==> config.mk <==
export PLATFORM = sky130hd
export DESIGN_NAME = hand_tracker
export DESIGN_NICKNAME = d
export VERILOG_FILES = /design/src/logic/camera_pkg.sv /design/src/logic/track_pkg.sv /design/src/logic/mean_divider.sv /design/src/logic/cam_capture.sv /design/src/logic/chroma_mask.sv /design/src/logic/centroid_accum.sv /design/src/logic/hand_report.sv /design/src/logic/hand_tracker.sv
export SDC_FILE = /design/constraint.sdc
export NUM_CORES = 2
export LEC_CHECK = 0
export CORE_MARGIN = 1
export CORE_UTILIZATION = 50
export CTS_CLUSTER_SIZE = 10
export DETAILED_ROUTE_END_ITERATION = 8
export DONT_BUFFER_PORTS = 1
export PLACE_DENSITY = 0.69
export SETUP_SLACK_MARGIN = 0.1
export SYNTH_ARGS = -nofsm -noshare
export SYNTH_HDL_FRONTEND = slang
export SYNTH_HIERARCHICAL = 1
export SYNTH_SLANG_ARGS = --single-unit
==> constraint.sdc <==
create_clock -name clk_65mhz -period 30 [get_ports clk_65mhz]
set_input_delay 3 -clock clk_65mhz [delete_from_list [all_inputs] [get_ports clk_65mhz]]
set_output_delay 3 -clock clk_65mhz [all_outputs]
set_load 0.02 [all_outputs]
==> src/logic/camera_pkg.sv <==
package camera_pkg;

  // coordinate widths, as in the vga counters
  localparam int x_w = 11;
  localparam int y_w = 10;

  // flops per camera pin into the 65 mhz domain
  localparam int sync_stages = 2;

  // rgb565 word, red in the top bits
  typedef struct packed {
    logic [4:0] r;
    logic [5:0] g;
    logic [4:0] b;
  } rgb565_t;

  // camera pins after the synchroniser
  typedef struct packed {
    logic       pclk;
    logic       vsync;
    logic       href;
    logic [7:0] data;
  } cam_pins_t;

  // one pixel moving down the pipe, or a frame end marker
  typedef struct packed {
    logic           valid;
    logic           frame_end;
    rgb565_t        pixel;
    logic [x_w-1:0] x;
    logic [y_w-1:0] y;
  } pix_beat_t;

  // which half of the 565 word is expected next
  typedef enum logic {
    hi_byte,
    lo_byte
  } byte_phase_e;

endpackage

==> src/logic/track_pkg.sv <==
package track_pkg;

  localparam int chroma_w = 8;
  localparam int bound_w = 3;
  localparam int sum_w = 32;
  localparam int cnt_w = 20;
  // bit counter width for the serial divider
  localparam int div_cnt_w = $clog2(sum_w + 1);

  // chroma bias, added after the >> 8
  localparam int chroma_offset = 128;

  // cr = (128 r - 107 g - 21 b) >> 8
  localparam int cr_coef_r = 128;
  localparam int cr_coef_g = 107;
  localparam int cr_coef_b = 21;
  // cb = (128 b - 43 r - 85 g) >> 8
  localparam int cb_coef_r = 43;
  localparam int cb_coef_g = 85;
  localparam int cb_coef_b = 128;

  // thresholded pixel with its coordinates
  typedef struct packed {
    logic                       valid;
    logic                       frame_end;
    logic                       mask_cr;
    logic                       mask_cb;
    logic [camera_pkg::x_w-1:0] x;
    logic [camera_pkg::y_w-1:0] y;
  } mask_beat_t;

  // center of mass of one channel
  typedef struct packed {
    logic [camera_pkg::x_w-1:0] x;
    logic [camera_pkg::y_w-1:0] y;
  } centroid_t;

  typedef enum logic {
    accum_idle,
    accum_divide
  } accum_state_e;

  // threshold window on the top chroma bits
  typedef struct packed {
    logic [bound_w-1:0] lower;
    logic [bound_w-1:0] upper;
  } bounds_t;

endpackage

==> src/logic/mean_divider.sv <==
`timescale 1ns/100ps

module mean_divider (
  input  logic                        clk_65mhz,
  input  logic                        sys_rst,
  input  logic                        start,
  input  logic [track_pkg::sum_w-1:0] dividend,
  input  logic [track_pkg::cnt_w-1:0] divisor,
  output logic [track_pkg::sum_w-1:0] quotient,
  output logic                        done
);
  import track_pkg::*;

  logic [cnt_w-1:0]     den;
  logic [cnt_w-1:0]     rem;
  logic [cnt_w:0]       trial;
  logic [div_cnt_w-1:0] bits_left;

  // remainder shifted left with the next dividend bit
  assign trial = {rem, quotient[sum_w-1]};

  // one quotient bit per cycle
  always_ff @(posedge clk_65mhz) begin
    if (sys_rst) begin
      bits_left <= '0;
      done <= 1'b0;
    end else begin
      done <= 1'b0;
      if (start) begin
        bits_left <= div_cnt_w'(sum_w);
      end else if (bits_left != '0) begin
        bits_left <= bits_left - 1'b1;
        if (bits_left == div_cnt_w'(1)) begin
          done <= 1'b1;
        end
      end
    end
  end

  // dividend shifts out the top as quotient bits shift in
  always_ff @(posedge clk_65mhz) begin
    if (start) begin
      den <= divisor;
      rem <= '0;
      quotient <= dividend;
    end else if (bits_left != '0) begin
      if (trial >= {1'b0, den}) begin
        rem <= cnt_w'(trial - {1'b0, den});
        quotient <= {quotient[sum_w-2:0], 1'b1};
      end else begin
        rem <= trial[cnt_w-1:0];
        quotient <= {quotient[sum_w-2:0], 1'b0};
      end
    end
  end

endmodule

==> src/logic/cam_capture.sv <==
`timescale 1ns/100ps

module cam_capture (
  input  logic                  clk_65mhz,
  input  logic                  sys_rst,
  input  logic [7:0]            ja,
  input  logic [2:0]            jb,
  output camera_pkg::pix_beat_t beat
);
  import camera_pkg::*;

  cam_pins_t      sync_q [sync_stages];
  cam_pins_t      pins;
  logic           pclk_d;
  logic           href_d;
  logic           vsync_d;
  logic           pclk_rise;
  logic           href_fall;
  logic           vsync_rise;
  byte_phase_e    phase;
  logic [7:0]     hi_q;
  logic [x_w-1:0] x_cnt;
  logic [y_w-1:0] y_cnt;

  // two flop chain on every camera pin
  always_ff @(posedge clk_65mhz) begin
    if (sys_rst) begin
      for (int i = 0; i < sync_stages; i++) begin
        sync_q[i] <= '0;
      end
    end else begin
      sync_q[0] <= '{pclk: jb[0], vsync: jb[1], href: jb[2], data: ja};
      for (int i = 1; i < sync_stages; i++) begin
        sync_q[i] <= sync_q[i-1];
      end
    end
  end

  assign pins = sync_q[sync_stages-1];

  // edges against last cycle's pins
  assign pclk_rise = pins.pclk & ~pclk_d;
  assign href_fall = ~pins.href & href_d;
  assign vsync_rise = pins.vsync & ~vsync_d;

  always_ff @(posedge clk_65mhz) begin
    if (sys_rst) begin
      pclk_d <= 1'b0;
      href_d <= 1'b0;
      vsync_d <= 1'b0;
      phase <= hi_byte;
      x_cnt <= '0;
      y_cnt <= '0;
      beat.valid <= 1'b0;
      beat.frame_end <= 1'b0;
    end else begin
      pclk_d <= pins.pclk;
      href_d <= pins.href;
      vsync_d <= pins.vsync;
      // beats are single cycle strobes
      beat.valid <= 1'b0;
      beat.frame_end <= 1'b0;
      if (vsync_rise) begin
        // new frame, marker beat carries valid low
        beat.frame_end <= 1'b1;
        x_cnt <= '0;
        y_cnt <= '0;
        phase <= hi_byte;
      end else if (href_fall) begin
        // end of line
        x_cnt <= '0;
        y_cnt <= y_cnt + 1'b1;
        phase <= hi_byte;
      end else if (pclk_rise && pins.href) begin
        if (phase == hi_byte) begin
          hi_q <= pins.data;
          phase <= lo_byte;
        end else begin
          // second byte completes the 565 word
          beat.valid <= 1'b1;
          beat.pixel <= {hi_q, pins.data};
          beat.x <= x_cnt;
          beat.y <= y_cnt;
          x_cnt <= x_cnt + 1'b1;
          phase <= hi_byte;
        end
      end
    end
  end

endmodule

==> src/logic/chroma_mask.sv <==
`timescale 1ns/100ps

module chroma_mask (
  input  logic                   clk_65mhz,
  input  logic                   sys_rst,
  input  camera_pkg::pix_beat_t  beat_in,
  input  track_pkg::bounds_t     bounds,
  output track_pkg::mask_beat_t  beat_out
);
  import camera_pkg::*;
  import track_pkg::*;

  logic [chroma_w-1:0] r8;
  logic [chroma_w-1:0] g8;
  logic [chroma_w-1:0] b8;
  logic [15:0]         cr_r_q;
  logic [15:0]         cr_g_q;
  logic [15:0]         cr_b_q;
  logic [15:0]         cb_r_q;
  logic [15:0]         cb_g_q;
  logic [15:0]         cb_b_q;
  logic                s1_valid;
  logic                s1_frame_end;
  logic [x_w-1:0]      s1_x;
  logic [y_w-1:0]      s1_y;
  logic signed [17:0]  cr_sum;
  logic signed [17:0]  cb_sum;
  logic [chroma_w-1:0] cr;
  logic [chroma_w-1:0] cb;

  // >> 8, add bias, clamp to a byte
  function automatic logic [chroma_w-1:0] bias_clamp(input logic signed [17:0] sum);
    logic signed [17:0] biased;
    biased = sum >>> 8;
    biased = biased + $signed(18'(chroma_offset));
    if (biased < 0) begin
      return '0;
    end else if (biased > 255) begin
      return '1;
    end
    return biased[chroma_w-1:0];
  endfunction

  // top chroma bits inside lower..upper
  function automatic logic in_window(input logic [chroma_w-1:0] chroma);
    logic [bound_w-1:0] top;
    top = chroma[chroma_w-1 -: bound_w];
    return (top >= bounds.lower) && (top <= bounds.upper);
  endfunction

  // 565 fields widened to 8 bits
  assign r8 = {beat_in.pixel.r, 3'b000};
  assign g8 = {beat_in.pixel.g, 2'b00};
  assign b8 = {beat_in.pixel.b, 3'b000};

  // stage 1 products
  always_ff @(posedge clk_65mhz) begin
    cr_r_q <= 16'(cr_coef_r * r8);
    cr_g_q <= 16'(cr_coef_g * g8);
    cr_b_q <= 16'(cr_coef_b * b8);
    cb_r_q <= 16'(cb_coef_r * r8);
    cb_g_q <= 16'(cb_coef_g * g8);
    cb_b_q <= 16'(cb_coef_b * b8);
    s1_x <= beat_in.x;
    s1_y <= beat_in.y;
  end

  // stage 2 weighted sums
  assign cr_sum = $signed({2'b00, cr_r_q}) - $signed({2'b00, cr_g_q})
                  - $signed({2'b00, cr_b_q});
  assign cb_sum = $signed({2'b00, cb_b_q}) - $signed({2'b00, cb_r_q})
                  - $signed({2'b00, cb_g_q});
  assign cr = bias_clamp(cr_sum);
  assign cb = bias_clamp(cb_sum);

  always_ff @(posedge clk_65mhz) begin
    if (sys_rst) begin
      s1_valid <= 1'b0;
      s1_frame_end <= 1'b0;
      beat_out.valid <= 1'b0;
      beat_out.frame_end <= 1'b0;
      beat_out.mask_cr <= 1'b0;
      beat_out.mask_cb <= 1'b0;
    end else begin
      s1_valid <= beat_in.valid;
      s1_frame_end <= beat_in.frame_end;
      beat_out.valid <= s1_valid;
      // frame end rides along, never overtakes the last pixel
      beat_out.frame_end <= s1_frame_end;
      beat_out.mask_cr <= s1_valid && in_window(cr);
      beat_out.mask_cb <= s1_valid && in_window(cb);
      beat_out.x <= s1_x;
      beat_out.y <= s1_y;
    end
  end

endmodule

==> src/logic/centroid_accum.sv <==
`timescale 1ns/100ps

module centroid_accum #(
  parameter bit use_cb = 1'b0
) (
  input  logic                  clk_65mhz,
  input  logic                  sys_rst,
  input  track_pkg::mask_beat_t beat,
  output track_pkg::centroid_t  com,
  output logic                  new_com
);
  import camera_pkg::*;
  import track_pkg::*;

  accum_state_e     state;
  logic             hit;
  logic [sum_w-1:0] sum_x;
  logic [sum_w-1:0] sum_y;
  logic [cnt_w-1:0] count;
  logic [sum_w-1:0] cap_x;
  logic [sum_w-1:0] cap_y;
  logic [cnt_w-1:0] cap_count;
  logic             start;
  logic [sum_w-1:0] quot_x;
  logic [sum_w-1:0] quot_y;
  logic             done_x;
  logic             done_y;

  // which mask this channel follows
  assign hit = use_cb ? beat.mask_cb : beat.mask_cr;

  // running sums over the frame
  always_ff @(posedge clk_65mhz) begin
    if (sys_rst) begin
      sum_x <= '0;
      sum_y <= '0;
      count <= '0;
    end else if (beat.frame_end) begin
      // cleared every frame end, dropped if the dividers are busy
      sum_x <= '0;
      sum_y <= '0;
      count <= '0;
    end else if (hit) begin
      sum_x <= sum_x + sum_w'(beat.x);
      sum_y <= sum_y + sum_w'(beat.y);
      count <= count + 1'b1;
    end
  end

  always_ff @(posedge clk_65mhz) begin
    if (sys_rst) begin
      state <= accum_idle;
      start <= 1'b0;
      new_com <= 1'b0;
    end else begin
      start <= 1'b0;
      new_com <= 1'b0;
      case (state)
        accum_idle: begin
          // empty mask gives no result
          if (beat.frame_end && count != '0) begin
            cap_x <= sum_x;
            cap_y <= sum_y;
            cap_count <= count;
            start <= 1'b1;
            state <= accum_divide;
          end
        end
        accum_divide: begin
          // both dividers share one start, so their done strobes coincide
          if (done_x && done_y) begin
            // means fit the coordinate widths
            com.x <= quot_x[x_w-1:0];
            com.y <= quot_y[y_w-1:0];
            new_com <= 1'b1;
            state <= accum_idle;
          end
        end
        default: state <= accum_idle;
      endcase
    end
  end

  mean_divider div_x_i (
    .clk_65mhz (clk_65mhz),
    .sys_rst   (sys_rst),
    .start     (start),
    .dividend  (cap_x),
    .divisor   (cap_count),
    .quotient  (quot_x),
    .done      (done_x)
  );

  mean_divider div_y_i (
    .clk_65mhz (clk_65mhz),
    .sys_rst   (sys_rst),
    .start     (start),
    .dividend  (cap_y),
    .divisor   (cap_count),
    .quotient  (quot_y),
    .done      (done_y)
  );

endmodule

==> src/logic/hand_report.sv <==
`timescale 1ns/100ps

module hand_report (
  input  logic                 clk_65mhz,
  input  logic                 sys_rst,
  input  track_pkg::centroid_t com_cr,
  input  logic                 new_com_cr,
  input  track_pkg::centroid_t com_cb,
  input  logic                 new_com_cb,
  output logic [11:0]          hand_x_left_bottom,
  output logic [11:0]          hand_y_left_bottom,
  output logic [11:0]          hand_x_left_top,
  output logic [11:0]          hand_y_left_top,
  output logic                 transmit_xy_update
);
  import track_pkg::*;

  centroid_t cr_q;
  centroid_t cb_q;
  logic      seen_cr;
  logic      seen_cb;
  logic      got_cr;
  logic      got_cb;

  // channel reported since last transmit, this cycle included
  assign got_cr = seen_cr | new_com_cr;
  assign got_cb = seen_cb | new_com_cb;

  always_ff @(posedge clk_65mhz) begin
    if (sys_rst) begin
      cr_q <= '0;
      cb_q <= '0;
      seen_cr <= 1'b0;
      seen_cb <= 1'b0;
      transmit_xy_update <= 1'b0;
    end else begin
      if (new_com_cr) begin
        cr_q <= com_cr;
      end
      if (new_com_cb) begin
        cb_q <= com_cb;
      end
      // pulse once both are in, then start over
      if (got_cr && got_cb) begin
        transmit_xy_update <= 1'b1;
        seen_cr <= 1'b0;
        seen_cb <= 1'b0;
      end else begin
        transmit_xy_update <= 1'b0;
        seen_cr <= got_cr;
        seen_cb <= got_cb;
      end
    end
  end

  // camera axes swapped, cr is the bottom hand
  assign hand_x_left_bottom = 12'(cr_q.y);
  assign hand_y_left_bottom = 12'(cr_q.x);
  assign hand_x_left_top = 12'(cb_q.y);
  assign hand_y_left_top = 12'(cb_q.x);

endmodule

==> src/logic/hand_tracker.sv <==
`timescale 1ns/100ps

module hand_tracker (
  input  logic        clk_65mhz,
  input  logic        sys_rst,
  input  logic [7:0]  ja,
  input  logic [2:0]  jb,
  input  logic [15:0] sw,
  output logic [11:0] hand_x_left_bottom,
  output logic [11:0] hand_y_left_bottom,
  output logic [11:0] hand_x_left_top,
  output logic [11:0] hand_y_left_top,
  output logic        transmit_xy_update
);
  import camera_pkg::*;
  import track_pkg::*;

  pix_beat_t  pix_beat;
  mask_beat_t mask_beat;
  bounds_t    bounds;
  centroid_t  com_cr;
  centroid_t  com_cb;
  logic       new_com_cr;
  logic       new_com_cb;

  // threshold window from the switches
  assign bounds.lower = sw[12:10];
  assign bounds.upper = sw[15:13];

  cam_capture cam_capture_i (
    .clk_65mhz (clk_65mhz),
    .sys_rst   (sys_rst),
    .ja        (ja),
    .jb        (jb),
    .beat      (pix_beat)
  );

  chroma_mask chroma_mask_i (
    .clk_65mhz (clk_65mhz),
    .sys_rst   (sys_rst),
    .beat_in   (pix_beat),
    .bounds    (bounds),
    .beat_out  (mask_beat)
  );

  // cr channel, left bottom hand
  centroid_accum #(.use_cb(1'b0)) accum_cr_i (
    .clk_65mhz (clk_65mhz),
    .sys_rst   (sys_rst),
    .beat      (mask_beat),
    .com       (com_cr),
    .new_com   (new_com_cr)
  );

  // cb channel, left top hand
  centroid_accum #(.use_cb(1'b1)) accum_cb_i (
    .clk_65mhz (clk_65mhz),
    .sys_rst   (sys_rst),
    .beat      (mask_beat),
    .com       (com_cb),
    .new_com   (new_com_cb)
  );

  hand_report hand_report_i (
    .clk_65mhz          (clk_65mhz),
    .sys_rst            (sys_rst),
    .com_cr             (com_cr),
    .new_com_cr         (new_com_cr),
    .com_cb             (com_cb),
    .new_com_cb         (new_com_cb),
    .hand_x_left_bottom (hand_x_left_bottom),
    .hand_y_left_bottom (hand_y_left_bottom),
    .hand_x_left_top    (hand_x_left_top),
    .hand_y_left_top    (hand_y_left_top),
    .transmit_xy_update (transmit_xy_update)
  );

endmodule

**Yosys cells after proc, flatten, opt, wreduce, memory -nomap -nowiden**

Memory sizes are Yosys's and may differ from the RTL's.
Index checks and enable logic that the tools add are counted.

- Register bits: 881
- RAM bits: 22
- Bits of input ports: 29
- Output and inout port bits: 49
- Logic and storage cells: 241
- Memories kept: 1

Memory list:

| memory | depth | width | rd ports | clocked after memory_dff | wr ports | line | source |
|---|---|---|---|---|---|---|---|
| cam_capture_i.sync_q | 2 | 11 | 2 | 0 | 2 | cam_capture.sv:12 | `cam_pins_t sync_q [sync_stages];` |

- Add/sub/neg operators: 22
- Multipliers: 4
- Order comparisons: 12
- Equality and inequality tests: 4
- Multiplexer cells: 55
- Bitwise gates (word level): 21
- Reductions and logical operators: 42

Operators with widths:

| kind | count |
|---|---|
| 32-bit 2-to-1 mux | 8 |
| 21-bit by 20-bit >= comparator with 1-bit output | 4 |
| 20-bit 2-to-1 mux | 4 |
| 20-bit subtractor | 4 |
| 32-bit by 10-bit adder with 32-bit output | 2 |
| 32-bit by 11-bit adder with 32-bit output | 2 |
| 6-bit 2-to-1 mux | 8 |
| 8-bit 2-to-1 mux | 6 |
| 20-bit by 1-bit adder with 20-bit output, second input constant | 2 |
| 20-bit nonzero test | 2 |
| 7-bit by 6-bit multiplier with 13-bit output, first input constant | 2 |
| 1-bit 2-to-1 mux | 25 |
| 6-bit by 1-bit == test with 1-bit output, second input constant | 4 |
| 6-bit nonzero test | 4 |
| 6-bit by 1-bit subtractor with 6-bit output, second input constant | 4 |
| 11-bit by 9-bit > comparator with 1-bit output, second input constant | 2 |
| 11-bit by 1-bit < comparator with 1-bit output, second input constant | 2 |
| 11-bit 2-to-1 mux | 2 |
| 9-bit by 9-bit adder with 10-bit output, second input constant | 2 |
| 2-bit OR reduction | 9 |
| 16-bit by 14-bit subtractor with 17-bit output | 1 |
| 16-bit by 16-bit subtractor with 17-bit output | 1 |
| 15-bit by 14-bit subtractor with 16-bit output | 1 |
| 15-bit by 15-bit subtractor with 16-bit output | 1 |
| 17 further kinds | 58 |

**Logic depth before layout (Yosys ltp)**

- Depth after elaboration: 10
- Depth in mapped cells: 23
- Mapped depth without buffers: 23

**By module**

Netlist, hierarchy kept.

By module, submodules not included:

| module | times used | cells each | area each (um^2) | seq. area each (um^2) |
|---|---|---|---|---|
| mean_divider | 4 | 417 | 4,455.5 | 2,102.0 |
| centroid_accum (accum_cr_i) | 1 | 651 | 7,847.5 | 4,894.7 |
| centroid_accum (accum_cb_i) | 1 | 641 | 7,746.2 | 4,894.7 |
| chroma_mask | 1 | 570 | 6,058.3 | 2,232.1 |
| cam_capture | 1 | 225 | 3,169.3 | 2,332.2 |
| hand_report | 1 | 152 | 1,681.6 | 900.9 |

**Worst setup path after synthesis**

Ideal clock, no wire load.

- Path kind: input to register
- From: input port sys_rst
- To: register accum_cr_i.cap_count[0], enable pin
- Setup time: 0.767 ns
- Arrival time: 11.981 ns
- Required time: 29.233 ns
- Path slack: 17.253 ns
- Stages: 2
- Buffers on the path: 1
- Path through: clkbuf_1 > nor4b_1

- Word-level cells in the longest chain between the ends: 2

Ends and longest elaborated chain:

| what | line | source |
|---|---|---|
| from (decl) | hand_tracker.sv:5 | `input logic sys_rst,` |
| 1-bit NOT (no line) | n/a |  |
| 3-bit AND reduction (no line) | n/a |  |
| to (signal assigned) | centroid_accum.sv:64 | `cap_count <= count;` |
| to (decl) | centroid_accum.sv:22 | `logic [cnt_w-1:0] cap_count;` |

Every way passes these cells.
A chain may end at the register's enable or synchronous reset.

**Worst setup path after layout**

- From: register chroma_mask_i.cr_g_q[7]
- To: register chroma_mask_i/beat_out[22] in the netlist's numbering

- Word-level cells in the longest chain between the ends: 10
- Elaborated cells between the ends (all ways): 13

Ends and longest elaborated chain:

| what | line | source |
|---|---|---|
| from (decl) | chroma_mask.sv:17 | `logic [15:0] cr_g_q;` |
| from (signal assigned) | chroma_mask.sv:59 | `cr_g_q <= 16'(cr_coef_g * g8);` |
| 15-bit by 15-bit subtractor with 16-bit output * | chroma_mask.sv:69 | `assign cr_sum = $signed({2'b00, cr_r_q}) - $signed({2'b00, cr_g_q})` |
| 16-bit by 14-bit subtractor with 17-bit output * | chroma_mask.sv:70 | `- $signed({2'b00, cr_b_q});` |
| 9-bit by 9-bit adder with 10-bit output * | chroma_mask.sv:35 | `biased = biased + $signed(18'(chroma_offset));` |
| 11-bit by 9-bit > comparator with 1-bit output | chroma_mask.sv:38 | `end else if (biased > 255) begin` |
| 1-bit 2-to-1 mux | chroma_mask.sv:38 |  |
| 1-bit 2-to-1 mux | chroma_mask.sv:36 | `if (biased < 0) begin` |
| 8-bit 2-to-1 mux * | chroma_mask.sv:41 | `return biased[chroma_w-1:0];` |
| 3-bit >= comparator or 3-bit less-or-equal comparator (tied branches) | chroma_mask.sv:48 | `return (top >= bounds.lower) && (top <= bounds.upper);` |
| 1-bit logical AND * | chroma_mask.sv:48 |  |
| 1-bit logical AND * | chroma_mask.sv:90 | `beat_out.mask_cr <= s1_valid && in_window(cr);` |
| to (decl) | chroma_mask.sv:8 | `output track_pkg::mask_beat_t beat_out` |

Mark *: on every way between the ends. The rest lies on a longest branch, timed or not.

==> Implementation_results.wiki <==
{| class="wikitable"
! Metric !! Value
|-
| Classification of the worst setup path || reg2reg
|-
| Antenna violations before repair || 1
|-
| Synth warnings || 6
|-
| Arrival time worst endpoint || 5230 ps
|-
| Critical hold path startpoint || cam_capture_i/beat[18]
|-
| Post-synthesis instance area || 44300 um^2
|-
| Overall routing resource usage || 19.3%
|-
| Post-CTS setup buffers || 0
|-
| Remaining Overflow, GRT || 0
|-
| Ratio of total power to cell area || 84.7 nW/um^2
|-
| R2R Path End || chroma_mask_i/beat_out[22]
|-
| MaxCap Viol Count || 0
|-
| First-pass GRT wire length || 142000 um
|-
| Placed cell area || 45100 um^2
|-
| Worst min-delay path class || reg2reg
|-
| Number of buffers created by CTS || 107
|-
| Peak ir drop on the vdd network || 0.0474 mV
|-
| Wirelength per Cell || 17.0 um
|-
| Gpl congestion || 0.859
|-
| Number of hold-slack violations in the final timing report || 0
|-
| Antenna viol nets, final || 0
|-
| Full die area || 89800 um^2
|-
| Final Slew Violations || 0
|-
| Die outline width || 300 um
|-
| Number of cells on the worst reg-to-reg path || 21
|-
| Cts hold-fix bufs || 0
|-
| Leak || 18.2 nW
|-
| TritonCTS clock tree || built
|-
| Setup Total Neg Slack || 0 ps
|-
| Master cell of the clock root buffer || sky130_fd_sc_hd__clkbuf_16
|-
| Clock Tree Buf Depth || 3
|-
| Filler cell count in the final layout || 7483
|-
| Hold EP || chroma_mask_i/s1_x[8]
|-
| Cell depth of the worst min-delay path || 0
|-
| Worst reg2reg setup slack || 25320 ps
|-
| Maximum number of pins on one net before global-route repair || 110
|-
| Number of global-route vias before repair || 27400
|-
| Fin worst setup slack || 25320 ps
|-
| Worst setup EP type || flip-flop
|-
| Area inside the core boundary || 87300 um^2
|-
| Die span in y || 300 um
|-
| Number of buffers added on ports || 0
|-
| Cell count after synthesis || 3906
|-
| Number of failing setup endpoints in the final timing report || 0
|-
| Post-synthesis area per instance || 11.3 um^2
|-
| Critical Path Fanout Max || 6
|-
| Buffers plus inverters on the worst setup path || 0
|-
| Cell repeated most along the worst path || sky130_fd_sc_hd__ha_1
|-
| Area growth from synthesis to layout || 9.23%
|-
| Pin slew with the least headroom to its limit || 1050 ps
|-
| Worst setup slack after placement || 24900 ps
|-
| Max_slew headroom || 29.9%
|-
| Setup repair after global routing missed its margin || false
|-
| First DRT Iteration DRCs || 1855
|-
| Top Ports || 78
|-
| Register clock-pin slew on the reported worst setup and hold paths || 60 ps
|-
| Clock latency reported for the late side of the worst-skew pair || 670 ps
|-
| Pre-Repair DR Iteration Count || 6
|-
| Number of levels in the clock H-tree || 3
|-
| Launch point of the worst reg-to-reg path || chroma_mask_i/cr_g_q[7]
|-
| WL final || 87200 um
|-
| Initial Util || 50.8%
|-
| Status || finished, final reports clean
|-
| Kind of start point of the critical path || flip-flop
|-
| Part of the cycle the worst path needs || 15.6%
|-
| Critical-path cell with the highest stage delay || sky130_fd_sc_hd__nor4_4
|-
| Peak per-stage delay on the critical path || 440 ps
|-
| Sinks on the clock net || 939
|-
| Time the worst path needs with I/O delays and setup || 4680 ps
|-
| Final Instance Area || 48400 um^2
|-
| Average vias per placed instance || 5.57
|-
| Final core area utilization || 55.4%
|-
| Clk_skew || 31.4 ps
|-
| Kind of cell adding the most delay to the critical path || simple AND/OR/NAND/NOR gates
|-
| Number of gates resized after cts || 0
|-
| Standard-cell row count || 108
|-
| Commonest non-fill, non-tap cells in the layout || sky130_fd_sc_hd__edfxtp_1, sky130_fd_sc_hd__dfxtp_1, sky130_fd_sc_hd__nor2_1
|-
| Worst-path cell chain || nor4_4, nand2_1, or3_1, xnor2_1, ha_1, a21o_1, a21oi_1, o21ai_1, a21oi_2, nand3_2, xnor2_1, ha_1, nand2_1, nor3b_1, a211oi_2, ha_1, o21ai_0, a32oi_1, nor2_2, nor3_1, and4b_1
|-
| Detailed Place HPWL || 59400 um
|-
| Number of nets in the layout || 4194
|-
| Number of DRC violations after detailed routing || 0
|-
| Leading cell type in the layout, fill and taps excluded || sky130_fd_sc_hd__edfxtp_1
|-
| Data required time at the worst endpoint || 30550 ps
|-
| Max frequency || 0.214 GHz
|-
| Antenna Cells || 0
|-
| Number of vias after detailed routing || 28600
|-
| Layout cell share with drive strength beyond 1 || 9.77%
|}
==> worst max path at each step <==
stage	start	end	slack, ps	depth (start not counted)
after floorplan	sys_rst	accum_cr_i/cap_count[0]	17250	2
after global placement	sys_rst	cam_capture_i/beat[26]	24910	3
after detailed placement	sys_rst	cam_capture_i/beat[26]	24900	3
after CTS	chroma_mask_i/cr_g_q[7]	chroma_mask_i/beat_out[22]	25350	21
after global routing	chroma_mask_i/cr_g_q[7]	chroma_mask_i/beat_out[22]	25020	21
final	chroma_mask_i/cr_g_q[7]	chroma_mask_i/beat_out[22]	25320	21
==> state kept, by name, summed over array words and instances (netlist names), 21 cells and up <==
| signal | flops |
|---|---|
| cam_capture_i/sync_q | 22 |
| accum_cr_i/cap_y | 32 |
| accum_cr_i/com | 21 |
| cam_capture_i/beat | 39 |
| accum_cb_i/cap_x | 32 |
| accum_cb_i/sum_x | 32 |
| accum_cb_i/sum_y | 32 |
| chroma_mask_i/beat_out | 24 |
| accum_cb_i/cap_y | 32 |
| accum_cr_i/div_x_i/quotient | 32 |
| accum_cr_i/sum_y | 32 |
| accum_cr_i/div_y_i/quotient | 32 |
| accum_cr_i/sum_x | 32 |
| accum_cb_i/div_x_i/quotient | 32 |
| accum_cb_i/com | 21 |
| accum_cr_i/cap_x | 32 |
| accum_cb_i/div_y_i/quotient | 32 |
==> area by class of cell <==
type | instances | area [um^2] | share of cell area (%)
Inverter | 237 | 890 | 1.84
Sequential cell | 939 | 23700 | 48.9
Timing Repair Buffer | 22 | 165 | 0.341
Tap cell | 1155 | 1450 | 2.99
Multi-Input combinational cell | 2583 | 19000 | 39.2
Clock buffer | 192 | 3130 | 6.47
Clock inverter | 10 | 158 | 0.326
==> power breakdown <==
part | leakage (nW) | switching (W) | internal (W)
Sequential | 8.25 | 0.000107 | 0.00160
Combinational | 8.38 | 0.000686 | 0.000491
Clock | 1.57 | 0.000503 | 0.000711
==> per-layer routing <==
layer | track usage [%] | share of wire [%] | vias up
met1 | 26.9 | 47 | 13700
met2 | 31.5 | 47 | 506
met3 | 2.82 | 4.2 | 137
li1 | - | - | 14300
met4 | 5.39 | 2.2 | 0
met5 | 0 | 0 | -
==> per-stage QoR <==
| stage | cells | hold slack [ps] | total power (W) |
|---|---|---|---|
| after floorplan | 3911 | 323 | 0.00267 |
| after global placement | 4936 | 324 | 0.00287 |
| after detailed placement | 4936 | 327 | 0.00290 |
| after CTS | 5138 | 335 | 0.00412 |
| after global routing | 5138 | 344 | 0.00433 |
| final | 5138 | 335 | 0.00410 |
Power figures use the tool's default switching activity.
